**config.mk**
```make
export PLATFORM = sky130hd
export DESIGN_NAME = stream_bridge_top
export DESIGN_NICKNAME = d
export VERILOG_FILES = /design/src/stream_cfg_pkg.sv /design/src/fifo_ctrl_pkg.sv /design/src/block_writer.sv /design/src/ping_pong_fifo.sv /design/src/block_fifo_to_axis.sv /design/src/stream_bridge_top.sv
export SDC_FILE = /design/constraint.sdc
export NUM_CORES = 1
export LEC_CHECK = 0
export ABC_AREA = 1
export BUFFER_PORTS_ARGS = -buffer_cell sky130_fd_sc_hd__clkbuf_2
export CAP_MARGIN = 0
export CORE_MARGIN = 2
export CORE_UTILIZATION = 35
export DETAILED_ROUTE_END_ITERATION = 10
export HOLD_SLACK_MARGIN = 0.12
export PLACE_DENSITY = 0.61
export SETUP_SLACK_MARGIN = 0.5
export SYNTH_ARGS = -nofsm -noshare
export SYNTH_HDL_FRONTEND = slang
export SYNTH_SLANG_ARGS = --single-unit
export TNS_END_PERCENT = 30
```
**constraint.sdc**
```tcl
create_clock -name i_axi_clk -period 8.3 [get_ports i_axi_clk]
set_clock_uncertainty 0.05 [all_clocks]
set_input_delay 0.83 -clock i_axi_clk [delete_from_list [all_inputs] [get_ports i_axi_clk]]
set_output_delay 0.83 -clock i_axi_clk [all_outputs]
set_load 0.05 [all_outputs]
```
**src/stream_cfg_pkg.sv**
```systemverilog
// stream bridge size definitions
`default_nettype none

package stream_cfg_pkg;

  // width of every block-size field in the bridge
  // the fifo read side and the stream adapter both see this many bits
  localparam int SIZE_WIDTH = 24;

  // number of words held by one closed block
  // a full bank reports DEPTH here and a flushed bank reports fewer
  // a zero never reaches the reader because empty flushes are ignored
  typedef logic [SIZE_WIDTH-1:0] block_size_t;

  // the writer counts with this type too so its close size needs no resizing
  // the adapter compares its sent-word count against a value of this type
  // the largest legal DEPTH is therefore bounded by this width

endpackage : stream_cfg_pkg

// notes for users of this package
//   keep SIZE_WIDTH at 24 so the read interface size stays 24 bits wide
//   DEPTH is a module parameter and lives in the top level
//   DATA_WIDTH is a module parameter and lives in the top level
//   nothing here depends on the clock or reset

`default_nettype wire

```
**src/fifo_ctrl_pkg.sv**
```systemverilog
// fifo control state encodings
`default_nettype none

package fifo_ctrl_pkg;

  // which of the two storage banks a write, close or read refers to
  typedef enum logic {
    BANK0 = 1'b0,  // first bank of the ping-pong pair
    BANK1 = 1'b1   // second bank of the ping-pong pair
  } bank_sel_e;

  // writer control state
  typedef enum logic {
    WR_OPEN = 1'b0,  // a bank is open and takes words
    WR_WAIT = 1'b1   // both banks hold closed blocks and the writer stalls
  } wr_state_e;

  // stream adapter state
  typedef enum logic [1:0] {
    RD_IDLE    = 2'd0,  // no block owned and waiting for block_rdy
    RD_SEND    = 2'd1,  // block owned and words go out on the stream
    RD_RELEASE = 2'd2   // act has dropped and the fifo frees the bank
  } rd_state_e;

  // RD_RELEASE keeps the adapter away from block_rdy for one cycle
  // so it never claims the bank that is still being freed

endpackage : fifo_ctrl_pkg

`default_nettype wire

```
**src/block_writer.sv**
```systemverilog
// ping-pong block writer
`default_nettype none

module block_writer #(
  parameter int DATA_WIDTH = 32,  // payload width without the user marker
  parameter int DEPTH      = 16   // words per bank
) (
  input  wire                                 i_axi_clk,
  input  wire                                 rst,
  input  wire                                 i_wr_stb,     // one word per pulse
  input  wire  [DATA_WIDTH-1:0]               i_wr_data,
  input  wire                                 i_wr_user,    // travels as the top stored bit
  input  wire                                 i_wr_flush,   // closes a partial block
  input  wire  [1:0]                          i_bank_full,  // one flag per bank from the fifo
  output logic                                o_wr_rdy,
  output logic                                o_wr_en,
  output fifo_ctrl_pkg::bank_sel_e            o_wr_bank,
  output logic [$clog2(DEPTH)-1:0]            o_wr_addr,
  output logic [DATA_WIDTH:0]                 o_wr_word,
  output logic                                o_close,
  output fifo_ctrl_pkg::bank_sel_e            o_close_bank,
  output stream_cfg_pkg::block_size_t         o_close_size
);

  import fifo_ctrl_pkg::*;
  import stream_cfg_pkg::*;

  localparam int ADDR_W = $clog2(DEPTH);  // address bits inside one bank

  wr_state_e   state;      // open or stalled on two full banks
  bank_sel_e   open_bank;  // bank that takes the next word
  bank_sel_e   next_bank;  // the other bank of the pair
  block_size_t count;      // words already stored in the open bank
  logic        wr_acc;     // a strobe that is actually taken
  logic        full_hit;   // this word is the DEPTH-th of the bank
  logic        flush_hit;  // flush with at least one word in the bank

  // the writer only takes words while a bank is open
  assign o_wr_rdy  = (state == WR_OPEN);
  assign wr_acc    = i_wr_stb & o_wr_rdy;  // strobes while stalled are dropped
  assign next_bank = (open_bank == BANK0) ? BANK1 : BANK0;

  // the word goes straight into the open bank at the running count
  assign o_wr_en   = wr_acc;
  assign o_wr_bank = open_bank;
  assign o_wr_addr = count[ADDR_W-1:0];   // count stays below DEPTH while open
  assign o_wr_word = {i_wr_user, i_wr_data};  // user marker sits on top

  assign full_hit  = wr_acc & (count == DEPTH - 1);
  // a word arriving with the flush belongs to the block being closed
  assign flush_hit = i_wr_flush & o_wr_rdy & ((count != '0) | wr_acc);

  // close pulse carries the final size including a word taken this cycle
  assign o_close      = full_hit | flush_hit;
  assign o_close_bank = open_bank;
  assign o_close_size = wr_acc ? count + 1'b1 : count;

  always_ff @(posedge i_axi_clk) begin
    if (rst) begin
      state     <= WR_OPEN;  // writer is ready straight out of reset
      open_bank <= BANK0;
      count     <= '0;
    end else begin
      case (state)
        WR_OPEN: begin
          if (o_close) begin
            count     <= '0;  // the next bank starts empty
            open_bank <= next_bank;
            // the other bank may still hold a block the reader has not freed
            state     <= i_bank_full[next_bank] ? WR_WAIT : WR_OPEN;
          end else if (wr_acc) begin
            count <= count + 1'b1;
          end
        end
        WR_WAIT: begin
          if (!i_bank_full[open_bank]) begin
            state <= WR_OPEN;  // reader released the bank we point at
          end
        end
        default: begin
          state <= WR_OPEN;
        end
      endcase
    end
  end

  // a write is only ever issued into a bank the fifo reports free
  a_wr_free_bank : assert property (
    @(posedge i_axi_clk) disable iff (rst)
    o_wr_en |-> (o_wr_rdy && !i_bank_full[o_wr_bank])
  ) else $error("block_writer: write while not ready or into a full bank");

endmodule : block_writer

`default_nettype wire

```
**src/ping_pong_fifo.sv**
```systemverilog
// dual bank block fifo
`default_nettype none

module ping_pong_fifo #(
  parameter int DATA_WIDTH = 32,  // payload width without the user marker
  parameter int DEPTH      = 16   // words per bank
) (
  input  wire                                 i_axi_clk,
  input  wire                                 rst,
  // write side from the block writer
  input  wire                                 i_wr_en,
  input  fifo_ctrl_pkg::bank_sel_e            i_wr_bank,
  input  wire  [$clog2(DEPTH)-1:0]            i_wr_addr,
  input  wire  [DATA_WIDTH:0]                 i_wr_word,
  input  wire                                 i_close,       // bank becomes a readable block
  input  fifo_ctrl_pkg::bank_sel_e            i_close_bank,
  input  stream_cfg_pkg::block_size_t         i_close_size,
  output logic [1:0]                          o_bank_full,
  // read side toward the stream adapter
  output logic                                o_block_rdy,
  input  wire                                 i_block_act,   // level held while a block is owned
  output stream_cfg_pkg::block_size_t         o_block_size,
  output logic [DATA_WIDTH:0]                 o_block_data,
  input  wire                                 i_block_stb    // one pulse per word taken
);

  import fifo_ctrl_pkg::*;
  import stream_cfg_pkg::*;

  localparam int ADDR_W = $clog2(DEPTH);  // address bits inside one bank

  logic [DATA_WIDTH:0] mem [0:1][0:DEPTH-1];  // both banks side by side
  block_size_t         size_q [0:1];          // size recorded at close time
  logic [1:0]          bank_full;             // set on close and cleared on release
  bank_sel_e           rd_bank;               // bank that is read next
  logic [ADDR_W-1:0]   rd_ptr;                // word offset within the read bank
  logic                act_q;                 // act from the previous cycle
  logic                release_bank;          // act has just dropped

  assign o_bank_full  = bank_full;
  assign release_bank = act_q & ~i_block_act;

  // a block is offered only when the read bank is full and nobody owns it
  // the act_q term keeps the offer down during the release cycle itself
  assign o_block_rdy  = bank_full[rd_bank] & ~i_block_act & ~act_q;

  // the owned block's size and current word are visible while act is high
  assign o_block_size = i_block_act ? size_q[rd_bank] : '0;
  assign o_block_data = i_block_act ? mem[rd_bank][rd_ptr] : '0;

  // storage writes
  always_ff @(posedge i_axi_clk) begin
    if (i_wr_en) begin
      mem[i_wr_bank][i_wr_addr] <= i_wr_word;  // writer guarantees this bank is free
    end
    if (i_close) begin
      size_q[i_close_bank] <= i_close_size;  // latched together with the full flag
    end
  end

  // full flags
  always_ff @(posedge i_axi_clk) begin
    if (rst) begin
      bank_full <= 2'b00;  // both banks empty after reset
    end else begin
      if (release_bank) begin
        bank_full[rd_bank] <= 1'b0;  // freed one cycle after act falls
      end
      if (i_close) begin
        bank_full[i_close_bank] <= 1'b1;  // never the bank being released
      end
    end
  end

  // read bank and read pointer
  always_ff @(posedge i_axi_clk) begin
    if (rst) begin
      rd_bank <= BANK0;  // the writer also starts on bank 0
      rd_ptr  <= '0;
      act_q   <= 1'b0;
    end else begin
      act_q <= i_block_act;
      if (release_bank) begin
        // banks close in strict alternation so toggling keeps block order
        rd_bank <= (rd_bank == BANK0) ? BANK1 : BANK0;
        rd_ptr  <= '0;  // next block starts at its first word
      end else if (i_block_stb) begin
        rd_ptr <= rd_ptr + 1'b1;  // advances at the end of each strobe cycle
      end
    end
  end

  // the adapter only strobes a block it owns and that is really stored
  a_stb_in_block : assert property (
    @(posedge i_axi_clk) disable iff (rst)
    i_block_stb |-> (i_block_act && bank_full[rd_bank])
  ) else $error("ping_pong_fifo: strobe outside an owned full bank");

endmodule : ping_pong_fifo

`default_nettype wire

```
**src/block_fifo_to_axis.sv**
```systemverilog
// block fifo to axi stream adapter
`default_nettype none

module block_fifo_to_axis #(
  parameter int DATA_WIDTH = 32  // stream data width
) (
  input  wire                                 i_axi_clk,
  input  wire                                 rst,
  // block fifo read side
  input  wire                                 i_block_rdy,
  output logic                                o_block_act,   // held while the block is owned
  input  stream_cfg_pkg::block_size_t         i_block_size,
  input  wire  [DATA_WIDTH:0]                 i_block_data,  // user marker on the top bit
  output logic                                o_block_stb,
  // axi stream master
  input  wire                                 i_axi_ready,
  output logic                                o_axi_valid,
  output logic [DATA_WIDTH-1:0]               o_axi_data,
  output logic                                o_axi_user,
  output logic                                o_axi_last
);

  import fifo_ctrl_pkg::*;
  import stream_cfg_pkg::*;

  rd_state_e   state;      // idle, sending or releasing
  block_size_t count;      // words of this block already transferred
  logic        words_left; // at least one word still to go
  logic        final_word; // the word at the head is the last of the block

  assign words_left = (count < i_block_size);
  assign final_word = ((count + 1'b1) >= i_block_size);

  // a word moves on every cycle with valid and ready both high
  assign o_block_stb = i_axi_ready & o_axi_valid;

  // data follows the fifo read pointer with no extra register
  assign o_axi_data = i_block_data[DATA_WIDTH-1:0];
  // user is only meaningful while the block still has words
  assign o_axi_user = words_left ? i_block_data[DATA_WIDTH] : 1'b0;
  // last rides with the final word of the owned block
  assign o_axi_last = final_word & o_block_act & o_axi_valid;

  always_ff @(posedge i_axi_clk) begin
    if (rst) begin
      state       <= RD_IDLE;
      o_block_act <= 1'b0;
      o_axi_valid <= 1'b0;
      count       <= '0;
    end else begin
      o_axi_valid <= 1'b0;  // valid is re-asserted below while words remain
      case (state)
        RD_IDLE: begin
          if (i_block_rdy) begin
            count       <= '0;  // fresh block
            o_block_act <= 1'b1;  // claim it one cycle after rdy is seen
            state       <= RD_SEND;
          end
        end
        RD_SEND: begin
          if (words_left) begin
            o_axi_valid <= 1'b1;  // first valid one cycle after act rises
            if (o_block_stb) begin
              count <= count + 1'b1;
              if (final_word) begin
                o_axi_valid <= 1'b0;  // drops right after the final transfer
              end
            end
          end else begin
            o_block_act <= 1'b0;  // the fifo frees the bank on this fall
            state       <= RD_RELEASE;
          end
        end
        RD_RELEASE: begin
          state <= RD_IDLE;  // one cycle for the fifo to clear the full flag
        end
        default: begin
          state <= RD_IDLE;
        end
      endcase
    end
  end

  // once offered a word stays offered until it is taken
  // valid only ever falls right after the final transfer of the block
  a_valid_holds : assert property (
    @(posedge i_axi_clk) disable iff (rst)
    (o_axi_valid && !o_block_stb) |=> (o_axi_valid && $stable(o_axi_data)
                                       && $stable(o_axi_user) && $stable(o_axi_last))
  ) else $error("block_fifo_to_axis: word changed or withdrawn before transfer");

  // the word that ends the block is always marked with last
  a_fall_after_last : assert property (
    @(posedge i_axi_clk) disable iff (rst)
    $fell(o_axi_valid) |-> $past(o_block_stb && o_axi_last)
  ) else $error("block_fifo_to_axis: valid fell without a final transfer");

endmodule : block_fifo_to_axis

`default_nettype wire

```
**src/stream_bridge_top.sv**
```systemverilog
// block streaming bridge top
`default_nettype none

module stream_bridge_top #(
  parameter int DATA_WIDTH = 32,  // word width on both sides
  parameter int DEPTH      = 16   // words per bank and the largest block
) (
  input  wire                       i_axi_clk,
  input  wire                       rst,
  input  wire                       i_wr_stb,
  input  wire  [DATA_WIDTH-1:0]     i_wr_data,
  input  wire                       i_wr_user,
  input  wire                       i_wr_flush,
  output logic                      o_wr_rdy,
  input  wire                       i_axi_ready,
  output logic                      o_axi_valid,
  output logic [DATA_WIDTH-1:0]     o_axi_data,
  output logic                      o_axi_user,
  output logic                      o_axi_last
);

  import fifo_ctrl_pkg::*;
  import stream_cfg_pkg::*;

  localparam int ADDR_W = $clog2(DEPTH);

  // writer to fifo
  logic                wr_en;
  bank_sel_e           wr_bank;
  logic [ADDR_W-1:0]   wr_addr;
  logic [DATA_WIDTH:0] wr_word;     // data plus user marker
  logic                close;
  bank_sel_e           close_bank;
  block_size_t         close_size;
  logic [1:0]          bank_full;   // back to the writer for stalling

  // fifo to adapter
  logic                block_rdy;
  logic                block_act;
  block_size_t         block_size;
  logic [DATA_WIDTH:0] block_data;
  logic                block_stb;

  block_writer #(.DATA_WIDTH(DATA_WIDTH), .DEPTH(DEPTH)) block_writer_inst (
    .i_axi_clk(i_axi_clk), .rst(rst),
    .i_wr_stb(i_wr_stb), .i_wr_data(i_wr_data), .i_wr_user(i_wr_user),
    .i_wr_flush(i_wr_flush), .i_bank_full(bank_full), .o_wr_rdy(o_wr_rdy),
    .o_wr_en(wr_en), .o_wr_bank(wr_bank), .o_wr_addr(wr_addr), .o_wr_word(wr_word),
    .o_close(close), .o_close_bank(close_bank), .o_close_size(close_size)
  );

  ping_pong_fifo #(.DATA_WIDTH(DATA_WIDTH), .DEPTH(DEPTH)) ping_pong_fifo_inst (
    .i_axi_clk(i_axi_clk), .rst(rst),
    .i_wr_en(wr_en), .i_wr_bank(wr_bank), .i_wr_addr(wr_addr), .i_wr_word(wr_word),
    .i_close(close), .i_close_bank(close_bank), .i_close_size(close_size),
    .o_bank_full(bank_full), .o_block_rdy(block_rdy), .i_block_act(block_act),
    .o_block_size(block_size), .o_block_data(block_data), .i_block_stb(block_stb)
  );

  block_fifo_to_axis #(.DATA_WIDTH(DATA_WIDTH)) block_fifo_to_axis_inst (
    .i_axi_clk(i_axi_clk), .rst(rst),
    .i_block_rdy(block_rdy), .o_block_act(block_act), .i_block_size(block_size),
    .i_block_data(block_data), .o_block_stb(block_stb), .i_axi_ready(i_axi_ready),
    .o_axi_valid(o_axi_valid), .o_axi_data(o_axi_data), .o_axi_user(o_axi_user),
    .o_axi_last(o_axi_last)
  );

endmodule : stream_bridge_top

`default_nettype wire

```
==> metrics <==
CTS tree done; power per cell area 266 mW/mm2; Syn Nets between 3000 and 4000; number of global-route vias before repair 30173; hold depth 2; row count 136; hold worst-path end ping_pong_fifo_inst.o_bank_full[1]$_SDFF_PP0_; startpoint types flop; internal cell power 0.0101 W; RR Endpoint block_fifo_to_axis_inst.count[5]$_SDFFE_PP0P_; worst path arrival time ~4.6 ns; # fillers 12694; Max Clk Rate 181 MHz; CTS buffer count 115; initial DRC count 3466; GR Overflow Total 0; peak supply drop 178 uV; placer congestion estimate between 0.8 and 0.9; Worst path most repeated cell nand3_1; Die Width around 370 um; Slew HR 22.4%; full die area 0.140 mm2; Area growth syn-to-layout 11.9%; area share of the largest cell type after synthesis 68.9%; Seq cells post-synth 1167; minimum clock period after layout 5.51 ns; Slew Viols, Final 0; Sw Share slightly below 30%; CP max-delay cell buf_4; worst-case clock buffer depth 3; Lkg Pwr 17.7 nW; share of layout cells above drive strength 1 9.24%; number of port buffers 73; worst-path cell chain buf_4 > buf_4 > o21ai_0 > o221ai_1 > nand3_1 > nand3_1 > nand3_1 > nor2_1 > clkbuf_2; gr usage total 18.5%; Initial Util 35.1%; Max-Cap Viols 0; clock power share between 30 and 40%; H-tree levels 3; Cells after Synth 3898; crit-path max cell delay between 0.8 and 0.9 ns; vias per cell 5.48; HPWL after DPL 63.2 mm; actual slew at the worst max-slew pin 1.16 ns; Die Span Y 375 um; Final Power 0.0143 W; Final Hold Fails 0; combinational power share 17.7%; Worst Hold Class flop to flop; DR vias 31682; DR WL/cell 23.1 um; worst-case reg-to-reg path depth 13; Setup crit start ping_pong_fifo_inst.rd_ptr[0]$_SDFFE_PP0P_; register-to-register setup slack 4.26 ns; hold buffer count at CTS 0; Post-synth EDFFs 1104; first-pass GRT wire length 196 mm; largest net degree at the start of global routing 213; critical path endpoint category output port; Core Area 0.137 mm2; First-pass DRT Iterations 6; P_sw 0.00422 W; Seq/Total Area, Yosys 71.5%; root buffer cell clkbuf_16; # DRC 0; Syn Std Cell Area ~0.048 mm2; post-layout net count 3974; unrepaired setup endpoints after global routing false; cts repair resizes 0; Worst EP required roughly 7.4 ns; initial antenna violation count 12; DRT antenna net count 0; status completed; area leader, netlist edfxtp_1; Most used DFF post-synth edfxtp_1; Reg clk slew, reported paths 0.06 ns; Post-Synthesis Mean Instance Area between 10 and 15 um2; top cells by area, synth edfxtp_1 69%, nor2_1 6.0%, o21ai_0 5.9%; Async SR Flop Fraction 0%; Routed WL 134 mm; IO Pins 74; Clock Latency Late Sink 0.69 ns; Post-CTS Setup Inserts 0; Final Setup Violations 0; Setup CP Type flop to output port; # clock sinks ~1200; Critical Path Fanout Max 88; Setup TNS 0 ns; Reg power frac 46.8%; synth warn 0; hold_sp ping_pong_fifo_inst.o_bank_full[1]$_SDFF_PP0_; Final Cycle Share 66.4%; Netlist cell types 44
[metrics by stage]
step / worst slack, ns / utilization [%] / cells / area [um2] / hold WS (ns)
finish: 2.79 / 39.3 / 5779 / 53900 / 0.432
global route: 2.60 / 39.3 / 5776 / 53900 / 0.467
CTS: 2.73 / 39.3 / 5776 / 53900 / 0.436
detailed placement: 3.48 / 36.6 / 5559 / 50200 / 0.426
global placement: 3.55 / 36.6 / 5559 / 50200 / 0.403
floorplan: 3.58 / - / 3898 / 48100 / 0.394
[cell families after synthesis]
group	share of synthesized area, %
AND/OR/NAND/NOR	11.5
AO/OA/AOI/OAI	11.7
buffers and inverters	3.44
flip-flops	71.5
adder cells (fa/ha/maj)	1.40
XOR/XNOR	0.510
[layer usage]
layer	vias up	track usage, %	part of all wire [%]
met1	15901	24.4	42
met3	228	3.50	7.8
met2	1207	31.1	48
li1	14334	-	-
met5	-	0	0.052
met4	12	5.39	2.5
[layout by cell type, fill, tap and decap left out, types with 6 or more instances in the layout]
| cell | netlist | layout |
|---|---|---|
| clkinv_2 | 0 | 20 |
| edfxtp_1 | 1104 | 1104 |
| nor2_1 | 773 | 769 |
| clkinv_1 | 5 | 28 |
| nand2_1 | 271 | 271 |
| bufinv_16 | 0 | 8 |
| a21oi_1 | 59 | 59 |
| nand3_1 | 192 | 192 |
| clkbuf_1 | 160 | 31 |
| clkbuf_2 | 0 | 73 |
| inv_1 | 104 | 102 |
| o21ai_1 | 35 | 35 |
| o211ai_1 | 13 | 13 |
| o21ai_0 | 564 | 564 |
| ha_1 | 54 | 54 |
| clkbuf_16 | 0 | 115 |
| clkinvlp_4 | 0 | 6 |
| dfxtp_1 | 63 | 57 |
| o22ai_1 | 50 | 50 |
| nand4_1 | 16 | 16 |
| nor3_2 | 14 | 40 |
| o221ai_1 | 209 | 209 |
| xor2_1 | 23 | 23 |
| and2_1 | 8 | 8 |
| buf_4 | 22 | 53 |
| nor3_1 | 38 | 12 |
[cell usage after synthesis, types with 23 or more instances]
cell      count
a21oi_1      59
xor2_1       23
nand2_1     271
dfxtp_1      63
o22ai_1      50
nor2_1      773
buf_2        56
o21ai_0     564
clkbuf_1    160
inv_1       104
edfxtp_1   1104
o221ai_1    209
o21ai_1      35
ha_1         54
nand3_1     192
nor3_1       38
[critical path, delay by kind of cell (launching register included)]
kind,cells,cell delay [ns]
and+or+nand+nor,4,0.73
AOI/OAI and AO/OA,2,0.48
buffers and inverters,3,2.07
DFF,1,0.58
[final cells by class]
cell class,instances,area [um2],share of cell area [%]
Antenna cell,3,7.51,0.0139
Multi-Input combinational cell,2356,12200,22.7
Clock buffer,147,3010,5.58
Sequential cell,1167,34400,63.9
Tap cell,1794,2240,4.17
Clock inverter,70,684,1.27
Timing Repair Buffer,128,803,1.49
Inverter,114,459,0.852
[power by group through the flow]
stage | combinational (W) | sequential [W] | clock (W)
after global placement | 0.00249 | 0.00683 | 0
after CTS | 0.00254 | 0.00670 | 0.00517
after global routing | 0.00285 | 0.00672 | 0.00539
after floorplan | 0.00187 | 0.00676 | 0
after detailed placement | 0.00253 | 0.00683 | 0
final | 0.00253 | 0.00671 | 0.00510
[sequential cells by signal, summed over array words and instances, names as in the netlist, named ones only]
name	count
ping_pong_fifo_inst.size_q	48
ping_pong_fifo_inst.rd_bank	1
ping_pong_fifo_inst.act_q	1
ping_pong_fifo_inst.rd_ptr	4
block_writer_inst.count	24
block_writer_inst.o_close_bank	1
block_fifo_to_axis_inst.o_axi_valid	1
block_fifo_to_axis_inst.state	2
block_fifo_to_axis_inst.count	24
block_fifo_to_axis_inst.o_block_act	1
block_writer_inst.state	1
ping_pong_fifo_inst.mem	1056
ping_pong_fifo_inst.o_bank_full	2
[worst max-delay path by stage]
| stage | to | slack (ns) | cells after the start |
|---|---|---|---|
| after detailed placement | o_axi_user | 3.48 | 9 |
| after floorplan | ping_pong_fifo_inst.mem[0][132]$_DFFE_PP_ | 3.58 | 2 |
| after global placement | o_axi_user | 3.55 | 9 |
| final | o_axi_user | 2.79 | 9 |
| after CTS | o_axi_user | 2.73 | 9 |
| after global routing | o_axi_user | 2.60 | 9 |
(Power assumes the default switching activity.)
